--- src/adc_iface_defs.svh ---
`ifndef ADC_IFACE_DEFS_SVH
`define ADC_IFACE_DEFS_SVH

// widths
`define ADC_BITS        12
`define REG_ADDR_BITS   8
`define REG_DATA_BITS   8
`define HB_BITS         26

// register map
`define ADDR_CTRL       8'h01
`define ADDR_GAIN       8'h02
`define ADDR_LED_SEL    8'h03
`define ADDR_TRIG_LO    8'h04   // level[7:0]
`define ADDR_TRIG_HI    8'h05   // level[11:8] in data[3:0]
`define ADDR_STATUS     8'h06   // read only

// ctrl bits
`define CTRL_ARM        0
`define CTRL_TRIG_EN    1
`define CTRL_SRC_ADC    2       // 1 = adc pins, 0 = counter

// status bits
`define ST_ARMED        0
`define ST_TRIGGERED    1
`define ST_PLL          2

`endif

--- src/adc_iface_pkg.sv ---
`include "adc_iface_defs.svh"

package adc_iface_pkg;

   // one adc sample
   typedef logic [`ADC_BITS-1:0] sample_t;

   // one register byte
   typedef logic [`REG_DATA_BITS-1:0] reg_data_t;

   // led source select
   typedef enum logic [1:0] {
      LED_STATE  = 2'd0,   // armed / triggered
      LED_HEART  = 2'd1,   // heartbeat
      LED_FLASH2 = 2'd2,
      LED_FLASH3 = 2'd3
   } led_sel_t;

endpackage

--- src/adc_cfg_if.sv ---
`timescale 1ns/10ps

interface adc_cfg_if;
   import adc_iface_pkg::*;

   logic      arm;
   logic      trig_en;
   logic      src_adc;
   sample_t   trig_level;
   reg_data_t gain;      // pwm increment
   led_sel_t  led_sel;

   // register file side
   modport regs (
      output arm, trig_en, src_adc, trig_level, gain, led_sel
   );

   // level trigger
   modport trig (
      input arm, trig_en, trig_level
   );

   // leds and pwm
   modport hk (
      input gain, led_sel
   );

endinterface

--- src/adc_front_end.sv ---
`timescale 1ns/10ps
`include "adc_iface_defs.svh"

module adc_front_end (
   input  logic                   clk_usb,
   input  logic                   reset,
   input  logic                   src_adc_i,
   input  adc_iface_pkg::sample_t adc_data_i,
   output adc_iface_pkg::sample_t sample_o
);
   import adc_iface_pkg::*;

   logic [`ADC_BITS-1:0] pattern_cnt;  // test pattern
   sample_t              stage1_q;

   always_ff @(posedge clk_usb) begin
      if (reset)
         pattern_cnt <= '0;
      else
         pattern_cnt <= pattern_cnt + 1'b1;
   end

   // select, then resample once more
   always_ff @(posedge clk_usb) begin
      stage1_q <= src_adc_i ? adc_data_i : pattern_cnt;
      sample_o <= stage1_q;
   end

endmodule

--- src/adc_level_trigger.sv ---
`timescale 1ns/10ps

module adc_level_trigger (
   input  logic                   clk_usb,
   input  logic                   reset,
   adc_cfg_if.trig                cfg,
   input  adc_iface_pkg::sample_t sample_i,
   output logic                   trigger_adc_o,
   output logic                   armed_o,
   output logic                   triggered_o
);
   import adc_iface_pkg::*;

   logic armed_q;
   logic triggered_q;
   logic level_hit;
   logic arm_rise;

   // level msb picks the direction
   assign level_hit = cfg.trig_level[$bits(sample_t)-1] ? (sample_i > cfg.trig_level)
                                                        : (sample_i < cfg.trig_level);
   assign arm_rise  = cfg.arm & ~armed_q;

   always_ff @(posedge clk_usb) begin
      if (reset) begin
         armed_q       <= 1'b0;
         triggered_q   <= 1'b0;
         trigger_adc_o <= 1'b0;
      end
      else begin
         armed_q <= cfg.arm;

         // pulse may not repeat before triggered catches up
         if (~triggered_q && ~trigger_adc_o && cfg.trig_en && armed_q)
            trigger_adc_o <= level_hit;
         else
            trigger_adc_o <= 1'b0;

         if (trigger_adc_o)
            triggered_q <= 1'b1;
         else if (arm_rise)
            triggered_q <= 1'b0;  // new arm, new pulse
      end
   end

   assign armed_o     = armed_q;
   assign triggered_o = triggered_q;

endmodule

--- src/adc_regs.sv ---
`timescale 1ns/10ps
`include "adc_iface_defs.svh"

module adc_regs (
   input  logic                      clk_usb,
   input  logic                      reset,
   input  logic                      reg_write_i,
   input  logic                      reg_read_i,
   input  logic [`REG_ADDR_BITS-1:0] reg_addr_i,
   input  logic [`REG_DATA_BITS-1:0] reg_wdata_i,
   output adc_iface_pkg::reg_data_t  reg_data_o,
   input  logic                      pll_status_i,
   input  logic                      armed_i,
   input  logic                      triggered_i,
   adc_cfg_if.regs                   cfg,
   output logic                      src_adc_o
);
   import adc_iface_pkg::*;

   logic [2:0] ctrl_q;           // src_adc, trig_en, arm
   reg_data_t  gain_q;
   led_sel_t   led_sel_q;
   sample_t    trig_level_q;
   reg_data_t  status_w;
   reg_data_t  rdata;

   always_comb begin
      status_w = '0;
      status_w[`ST_ARMED]     = armed_i;
      status_w[`ST_TRIGGERED] = triggered_i;
      status_w[`ST_PLL]       = pll_status_i;
   end

   // read mux, unmapped addresses give zero
   always_comb begin
      case (reg_addr_i)
         `ADDR_CTRL:    rdata = {{(`REG_DATA_BITS-3){1'b0}}, ctrl_q};
         `ADDR_GAIN:    rdata = gain_q;
         `ADDR_LED_SEL: rdata = {{(`REG_DATA_BITS-2){1'b0}}, led_sel_q};
         `ADDR_TRIG_LO: rdata = trig_level_q[7:0];
         `ADDR_TRIG_HI: rdata = {{(2*`REG_DATA_BITS-`ADC_BITS){1'b0}},
                                trig_level_q[`ADC_BITS-1:8]};
         `ADDR_STATUS:  rdata = status_w;
         default:       rdata = '0;
      endcase
   end

   always_ff @(posedge clk_usb) begin
      if (reset) begin
         ctrl_q       <= '0;
         gain_q       <= '0;
         led_sel_q    <= LED_STATE;
         trig_level_q <= '0;
         reg_data_o   <= '0;
      end
      else begin
         if (reg_write_i) begin
            case (reg_addr_i)
               `ADDR_CTRL:    ctrl_q <= reg_wdata_i[2:0];
               `ADDR_GAIN:    gain_q <= reg_wdata_i;
               `ADDR_LED_SEL: led_sel_q <= led_sel_t'(reg_wdata_i[1:0]);
               `ADDR_TRIG_LO: trig_level_q[7:0] <= reg_wdata_i;
               `ADDR_TRIG_HI: begin
                  trig_level_q[`ADC_BITS-1:8] <= reg_wdata_i[`ADC_BITS-9:0];
               end
               default: ;    // status and unmapped are read only
            endcase
         end
         if (reg_read_i)
            reg_data_o <= rdata;  // held until next read
      end
   end

   assign cfg.arm        = ctrl_q[`CTRL_ARM];
   assign cfg.trig_en    = ctrl_q[`CTRL_TRIG_EN];
   assign cfg.src_adc    = ctrl_q[`CTRL_SRC_ADC];
   assign cfg.trig_level = trig_level_q;
   assign cfg.gain       = gain_q;
   assign cfg.led_sel    = led_sel_q;

   assign src_adc_o = cfg.src_adc;

endmodule

--- src/board_housekeeping.sv ---
`timescale 1ns/10ps
`include "adc_iface_defs.svh"

module board_housekeeping (
   input  logic   clk_usb,
   input  logic   reset,
   input  logic   armed_i,
   input  logic   triggered_i,
   adc_cfg_if.hk  cfg,
   output logic   freq_measure_o,
   output logic   led_armed_o,
   output logic   led_capture_o,
   output logic   amp_gain_o,
   output logic   flash_pattern_o
);
   import adc_iface_pkg::*;

   logic [`HB_BITS-1:0]     timer_hb;
   logic                    timer22_q;
   logic [`REG_DATA_BITS:0] pwm_acc;    // msb is the carry

   // heartbeat timer and measurement strobe
   always_ff @(posedge clk_usb) begin
      if (reset) begin
         timer_hb       <= '0;
         timer22_q      <= 1'b0;
         freq_measure_o <= 1'b0;
      end
      else begin
         timer_hb       <= timer_hb + 1'b1;
         timer22_q      <= timer_hb[22];
         freq_measure_o <= timer_hb[22] & ~timer22_q;
      end
   end

   always_ff @(posedge clk_usb) begin
      if (reset)
         flash_pattern_o <= 1'b0;
      else if (timer_hb[25])
         flash_pattern_o <= ~timer_hb[23];  // blinks in upper half only
   end

   // pwm for the amplifier gain
   always_ff @(posedge clk_usb) begin
      if (reset)
         pwm_acc <= '0;
      else
         pwm_acc <= pwm_acc[`REG_DATA_BITS-1:0] + cfg.gain;
   end

   assign amp_gain_o = pwm_acc[`REG_DATA_BITS];

   always_comb begin
      led_armed_o   = flash_pattern_o;
      led_capture_o = flash_pattern_o;
      case (cfg.led_sel)
         LED_STATE: begin
            led_armed_o   = armed_i;
            led_capture_o = triggered_i;
         end
         LED_HEART: begin
            led_armed_o   = timer_hb[24];
            led_capture_o = timer_hb[24];
         end
         default: ;   // flash codes
      endcase
   end

endmodule

--- src/openadc_lite_top.sv ---
`timescale 1ns/10ps

module openadc_lite_top (
   input  logic        clk_usb,
   input  logic        reset,
   input  logic        reg_write_i,
   input  logic        reg_read_i,
   input  logic [7:0]  reg_addr_i,
   input  logic [7:0]  reg_wdata_i,
   output logic [7:0]  reg_data_o,
   input  logic        pll_status_i,
   input  logic [11:0] adc_data_i,
   output logic        trigger_adc_o,
   output logic        amp_gain_o,
   output logic        freq_measure_o,
   output logic        led_armed_o,
   output logic        led_capture_o,
   output logic        flash_pattern_o
);
   import adc_iface_pkg::*;

   sample_t sample;
   logic    src_adc;
   logic    armed;
   logic    triggered;

   adc_cfg_if cfg_if ();

   adc_regs u_regs (
      .clk_usb      (clk_usb),
      .reset        (reset),
      .reg_write_i  (reg_write_i),
      .reg_read_i   (reg_read_i),
      .reg_addr_i   (reg_addr_i),
      .reg_wdata_i  (reg_wdata_i),
      .reg_data_o   (reg_data_o),
      .pll_status_i (pll_status_i),
      .armed_i      (armed),
      .triggered_i  (triggered),
      .cfg          (cfg_if.regs),
      .src_adc_o    (src_adc)
   );

   adc_front_end u_front_end (
      .clk_usb    (clk_usb),
      .reset      (reset),
      .src_adc_i  (src_adc),
      .adc_data_i (adc_data_i),
      .sample_o   (sample)
   );

   adc_level_trigger u_trigger (
      .clk_usb       (clk_usb),
      .reset         (reset),
      .cfg           (cfg_if.trig),
      .sample_i      (sample),
      .trigger_adc_o (trigger_adc_o),
      .armed_o       (armed),
      .triggered_o   (triggered)
   );

   board_housekeeping u_housekeeping (
      .clk_usb         (clk_usb),
      .reset           (reset),
      .armed_i         (armed),
      .triggered_i     (triggered),
      .cfg             (cfg_if.hk),
      .freq_measure_o  (freq_measure_o),
      .led_armed_o     (led_armed_o),
      .led_capture_o   (led_capture_o),
      .amp_gain_o      (amp_gain_o),
      .flash_pattern_o (flash_pattern_o)
   );

endmodule

--- config.mk ---
export PLATFORM = sky130hd
export DESIGN_NAME = openadc_lite_top
export DESIGN_NICKNAME = d
export VERILOG_FILES = /design/src/adc_iface_pkg.sv /design/src/adc_cfg_if.sv /design/src/adc_front_end.sv /design/src/adc_level_trigger.sv /design/src/adc_regs.sv /design/src/board_housekeeping.sv /design/src/openadc_lite_top.sv
export VERILOG_INCLUDE_DIRS = /design/src
export SDC_FILE = /design/constraint.sdc
export NUM_CORES = 1
export LEC_CHECK = 0
export ABC_AREA = 0
export BUFFER_PORTS_ARGS = -buffer_cell sky130_fd_sc_hd__buf_2
export CAP_MARGIN = 25
export CORE_ASPECT_RATIO = 0.8
export CORE_MARGIN = 3
export CORE_UTILIZATION = 40
export CTS_CLUSTER_SIZE = 8
export DETAILED_ROUTE_END_ITERATION = 7
export PLACE_DENSITY_LB_ADDON = 0.05
export SLEW_MARGIN = 10
export SYNTH_ARGS = -nofsm -noshare
export SYNTH_HDL_FRONTEND = slang
export SYNTH_SLANG_ARGS = --single-unit
export TNS_END_PERCENT = 1
--- constraint.sdc ---
create_clock -name clk_usb -period 3.1 [get_ports clk_usb]
set_clock_uncertainty 0.1 [all_clocks]
set_input_delay 0.62 -clock clk_usb [delete_from_list [all_inputs] [get_ports clk_usb]]
set_output_delay 0.62 -clock clk_usb [all_outputs]
set_load 0.02 [all_outputs]
After elaboration in Yosys (flattened, before gate mapping). Index checks and enable logic that the tools add are counted.

Eq/ne operators: 7. Muxes and demuxes: 7. Add/subtract/negate cells: 3. Bitwise operators: 8. Reduce and logical (&&, ||, !) cells: 11. Order comparisons: 2.

Operator list (count): case mux 8 bit (6 select lines) (1); adder 26 x 1 -> 26 bit, second input constant (1); == test 8 x 3 -> 1 bit, second input constant (3); == test 8 x 2 -> 1 bit, second input constant (2); adder 12 x 1 -> 12 bit, second input constant (1); > comparator 12 bit (1); < comparator 12 bit (1); two-way mux 12 bit (1); AND reduction 2 bit (5); adder 8 x 8 -> 9 bit (1); == test 8 x 1 -> 1 bit, second input constant (1); NOT 1 bit (6); case mux 1 bit (2 select lines) (2); logical AND 1 bit (3); two-way mux 1 bit (3); AND 1 bit (2); == test 2 x 1 -> 1 bit, second input constant (1); zero test 2 bit (1); nonzero test 2 bit (1); OR reduction 2 bit (1).

Logic and storage cells: 55. Input bits: 33. Flip-flop bits (word level): 110. Output and inout port bits: 14.

Longest topological paths before layout.
Word-level depth: 6. Gate-level depth with buffers: 7. Depth with buffers taken out: 7.

Hierarchy. Synthesis repeated with hierarchy kept, for this count alone.

Cells, all modules: 499. Area, all modules: 4858.4 µm².

By module, submodules not included: board_housekeeping (area each 1811.7 µm², times used 1, seq. area each 760.7 µm², cells an instance 199); adc_regs (area each 1515.2 µm², times used 1, seq. area each 660.6 µm², cells an instance 155); adc_front_end (area each 1108.6 µm², times used 1, seq. area each 720.7 µm², cells an instance 92); adc_level_trigger (area each 422.9 µm², times used 1, seq. area each 60.1 µm², cells an instance 53).

Worst setup path after synthesis. OpenSTA, ideal clock, no wires.

Path kind: reg2reg. Start point: register u_regs.gain_q[0] (netlist: u_regs.cfg.gain[0]). End point: register u_housekeeping.pwm_acc[8]. Setup time: 120 ps. Data required time: 2880 ps. Buffers on the path: 0. Setup slack: 1150 ps. Arrival: 1730 ps. Period minus slack after synthesis: 1950 ps. Stages on the path, launching flop included: 8. Cell sequence: dfxtp_1 ha_1 fa_1 a21o_1 a21oi_1 o21a_1 nor2_1 o31a_1.

Cells in the longest elaborated chain, start to end: 1.

RTL lines: from (decl) (line adc_regs.sv:21) `reg_data_t gain_q;`; from (signal assigned) (line adc_regs.sv:60) `` `ADDR_GAIN: gain_q <= reg_wdata_i; ``; adder 8 x 8 -> 9 bit (line board_housekeeping.sv:48) `` pwm_acc <= pwm_acc[`REG_DATA_BITS-1:0] + cfg.gain; ``; to (signal assigned) (line board_housekeeping.sv:48); to (decl) (line board_housekeeping.sv:20) `` logic [`REG_DATA_BITS:0] pwm_acc; ``.

No other way between the ends. A chain may end at the register's enable or synchronous reset.

Worst setup path in the final report. Ends and elaborated chain as after synthesis.

==> flow_summary.yaml <==
hold_path:
  worstHoldPathType: "reg -> reg"
  hold_path_depth: 0
  worst_hold_path.endpoint: "u_front_end.sample_o[9]"
  worst_hold_startpoint: "u_front_end.stage1_q[9]"
run:
  max_cap_check_violation_count: 0
floorplanning:
  rows: 34
  die-area_sq_um: 13200
  chipHeight_um: 103
  core-area_sq_um: 11200
  die_width_um: 128
  initial_core_util_pct: 42.3
  ports: 47
power_and_ir_drop:
  peakVddDrop_v: 0.000240
  switching_share_pct: 20.6
  power_per_cell_area_nw_per_um2: 515
  power_switching_uw: 572
  pwr-share-comb_pct: 4.0
  leakage_uw: 0.00224
  seqPwrFrac_pct: 51.9
  internal_power_uw: 2200
  power_frac_clock_pct: 44.1
logic_synthesis:
  syn_area_sq_um: 4730
  postSynthCellCount: 496
  average_footprint_of_a_synthesized_cell_sq_um: 9.55
  syn-num-nets: 552
  yosys-top-cells-area: "sky130_fd_sc_hd__dfxtp_1, sky130_fd_sc_hd__nor2_1, sky130_fd_sc_hd__ha_1"
  post_synth_num_cell_types: 46
  async_reset_ff_share_pct: 0
  synth_edf_count: 0
  yosys.area.top_type: "sky130_fd_sc_hd__dfxtp_1"
  synth_flop_cell: "sky130_fd_sc_hd__dfxtp_1"
  synthesis.yosys.warnings: 0
  share_of_the_synthesized_area_in_the_top_cell_type_pct: 46.5
  synth_sequential_area_ratio_pct: 46.5
  synth_seq_cells: 110
cells_and_area:
  fin_nets: 589
  final_core_util_pct: 48.1
  seqCellArea_sq_um: 2200
  n_fill_cell: 1102
  areaGrowthSynthToFinish_pct: 13.7
  layout.cell_area.non_filler_sq_um: 5380
  multi_input_comb_area_sq_um: 2370
  final_layout_size_suffix_gt1_share_pct: 15.8
route:
  met2_length_um: 4560
  detail_route.wl_per_cell_um: 14.8
  firstDrtPassIters: 4
  route.detailed.drc: 0
  viasPerCell: 5.08
  drt_iter0_drc: 152
  drt-total-wl_um: 10100
  wl_met3_um: 533
  ant_nets: 0
  met1Wirelength_um: 4900
  detailroute.via_count: 3467
  uppermost_layer_routed: "met4"
worst_setup_path:
  critical_path.reg2reg.startpoint: "u_regs.cfg.gain[0]"
  r2r_end: "u_housekeeping.pwm_acc[8]"
  timing_worst_setup_path_type: "reg -> reg"
  path_cells: "ha_1, fa_1, a21o_1, a21oi_1, o21a_1, nor2_1, o31a_1"
  critical-path-top-delay-family: "compound AO/OA/AOI/OAI gates"
  reg2regPathDepth: 7
  cpMaxStageDelayCell: "sky130_fd_sc_hd__fa_1"
  r2r_slack_ps: 940
  path_buf_inv: 0
  worst-endpoint-arrival_ps: 2300
  slowest_delay_ps: 420
  cp-end-kind: "flop"
  path_max_fanout: 3
  critical_path_required_ps: 3240
  setup.worst_path.start_class: "flop"
global_routing:
  grt_max_degree: 55
  gr-total-overflow: 0
  first_pass_grt_wire_length_um: 17000
  globalRouteTotalUtil_pct: 16.5
  vias_in_the_first_global_route: 3377
  antenna_found_initial: 0
clock_tree:
  clock_path_buffers: 2
  clk_pin_slew_ps: 70
  post_cts_buffers: 0
  worst_skew_pair.late_latency_ps: 340
  tritoncts_num_sinks: 110
  clock_tree.root_cell: "sky130_fd_sc_hd__clkbuf_16"
  cts_repair_resize_count: 0
  cts_made_buffers: 9
  tritoncts: "yes"
  cts_hold_repair.buffers: 0
  htree_num_levels: 3
timing:
  slew_headroom_pct: 50.0
  rsz0062_at_grt: "no"
  timing.final.setup_violations: 0
  slew_worst_pin_ps: 748
  finalCritPeriodShare_pct: 69.8
  final_count_of_pins_violating_max_slew: 0
  finalHoldViolations: 0
  post-route-min-period_ps: 2160
  final.setup.tns_ps: 0
  achievable-frequency_mhz: 462
placed_design:
  globalplace.congestion: 0.782
  dp_hpwl_um: 7290
  dpl-instance-area_sq_um: 5060
  port_buffers: 46
run_status:
  run_status: "finished clean"
[worst max-delay path by stage]
stage                            start                        end  slack [ps]  depth (start not counted)
floorplan           u_regs.cfg.gain[0]  u_housekeeping.pwm_acc[8]        1150                          7
global placement         reg_addr_i[3]   u_regs.cfg.trig_level[0]         910                          6
detailed placement       reg_addr_i[3]       u_regs.reg_data_o[4]         880                          6
CTS                 u_regs.cfg.gain[0]  u_housekeeping.pwm_acc[8]         950                          7
global route        u_regs.cfg.gain[0]  u_housekeeping.pwm_acc[6]         850                          7
finish              u_regs.cfg.gain[0]  u_housekeeping.pwm_acc[8]         940                          7
[metrics by stage]
stage	setup slack (ps)	power [uW]	hold WS, ps	instances
after floorplan	1150	1530	210	496
after global placement	912	1580	212	666
after detailed placement	882	1580	214	666
after CTS	954	2820	229	682
after global routing	851	2880	237	682
final	937	2770	226	683
[cell usage in the layout (no fill, tap or decap), drive strengths merged, types with 14 or more instances in the layout]
| cell | synthesis | routed |
|---|---|---|
| nand3 | 19 | 19 |
| nor2 | 74 | 74 |
| a21oi | 23 | 23 |
| xor2 | 29 | 29 |
| mux2 | 17 | 17 |
| buf | 9 | 48 |
| inv | 15 | 15 |
| nand2 | 33 | 33 |
| ha | 22 | 22 |
| mux2i | 22 | 22 |
| dfxtp | 110 | 110 |
| nor2b | 14 | 14 |
[logic make-up after synthesis]
logic type	Yosys count	share of synthesized area, %
adders and majority gates	23	6.24
xor gates and xnor gates	35	6.47
DFF	110	46.5
muxes	39	8.69
AOI/OAI and AO/OA	58	7.72
and+or+nand+nor	194	20.9
buffers and inverters	37	3.46
[state kept, by name (all words and copies together) (netlist names)]
signal,cells
u_front_end.pattern_cnt,12
u_front_end.sample_o,12
u_front_end.stage1_q,12
u_housekeeping.flash_pattern_o,1
u_housekeeping.freq_measure_o,1
u_housekeeping.pwm_acc,9
u_housekeeping.timer22_q,1
u_housekeeping.timer_hb,26
u_regs.cfg.gain,8
u_regs.cfg.led_sel,2
u_regs.cfg.trig_level,12
u_regs.ctrl_q,3
u_regs.reg_data_o,8
u_trigger.armed_o,1
u_trigger.trigger_adc_o,1
u_trigger.triggered_o,1
[synth_stat cells, types with 2 or more instances]
cell type / n
sky130_fd_sc_hd__and4_1: 7
sky130_fd_sc_hd__nand3_1: 18
sky130_fd_sc_hd__nor2b_1: 14
sky130_fd_sc_hd__mux2_2: 17
sky130_fd_sc_hd__ha_1: 22
sky130_fd_sc_hd__buf_4: 3
sky130_fd_sc_hd__a21oi_1: 23
sky130_fd_sc_hd__o21ai_0: 10
sky130_fd_sc_hd__clkbuf_1: 13
sky130_fd_sc_hd__dfxtp_1: 110
sky130_fd_sc_hd__a211oi_1: 5
sky130_fd_sc_hd__nor2_1: 74
sky130_fd_sc_hd__and3_1: 12
sky130_fd_sc_hd__a22oi_1: 5
sky130_fd_sc_hd__nor3_1: 10
sky130_fd_sc_hd__inv_1: 15
sky130_fd_sc_hd__xor2_1: 29
sky130_fd_sc_hd__nand4_1: 12
sky130_fd_sc_hd__mux2i_1: 22
sky130_fd_sc_hd__nand2b_1: 4
sky130_fd_sc_hd__xnor2_1: 6
sky130_fd_sc_hd__o21bai_1: 2
sky130_fd_sc_hd__a21o_1: 3
sky130_fd_sc_hd__nand2_1: 33
sky130_fd_sc_hd__buf_2: 5
sky130_fd_sc_hd__nand3b_1: 2
[power by group through the flow]
stage / clock [uW] / combinational [uW] / sequential [uW]
after floorplan: 0 / 64.5 / 1470
after global placement: 0 / 110 / 1470
after detailed placement: 0 / 111 / 1470
after CTS: 1270 / 112 / 1440
after global routing: 1320 / 123 / 1440
final: 1220 / 111 / 1440
[area by class of cell]
type,instances,share of cell area [%]
antenna,1,0.0465
clock buffer,12,4.58
clock inverter,4,1.30
inverter,15,1.05
multi-input combinational,349,44.0
sequential,110,40.9
tap,144,3.35
timing repair buffer,48,4.79
[per-layer routing]
metal / GRT usage [%] / up-vias
li1: - / 1793
met1: 22.5 / 1603
met2: 25.5 / 60
met5: 0 / -
met3: 4.62 / 11
met4: 4.98 / 0
Note: power is estimated with default switching activity, not from simulation.
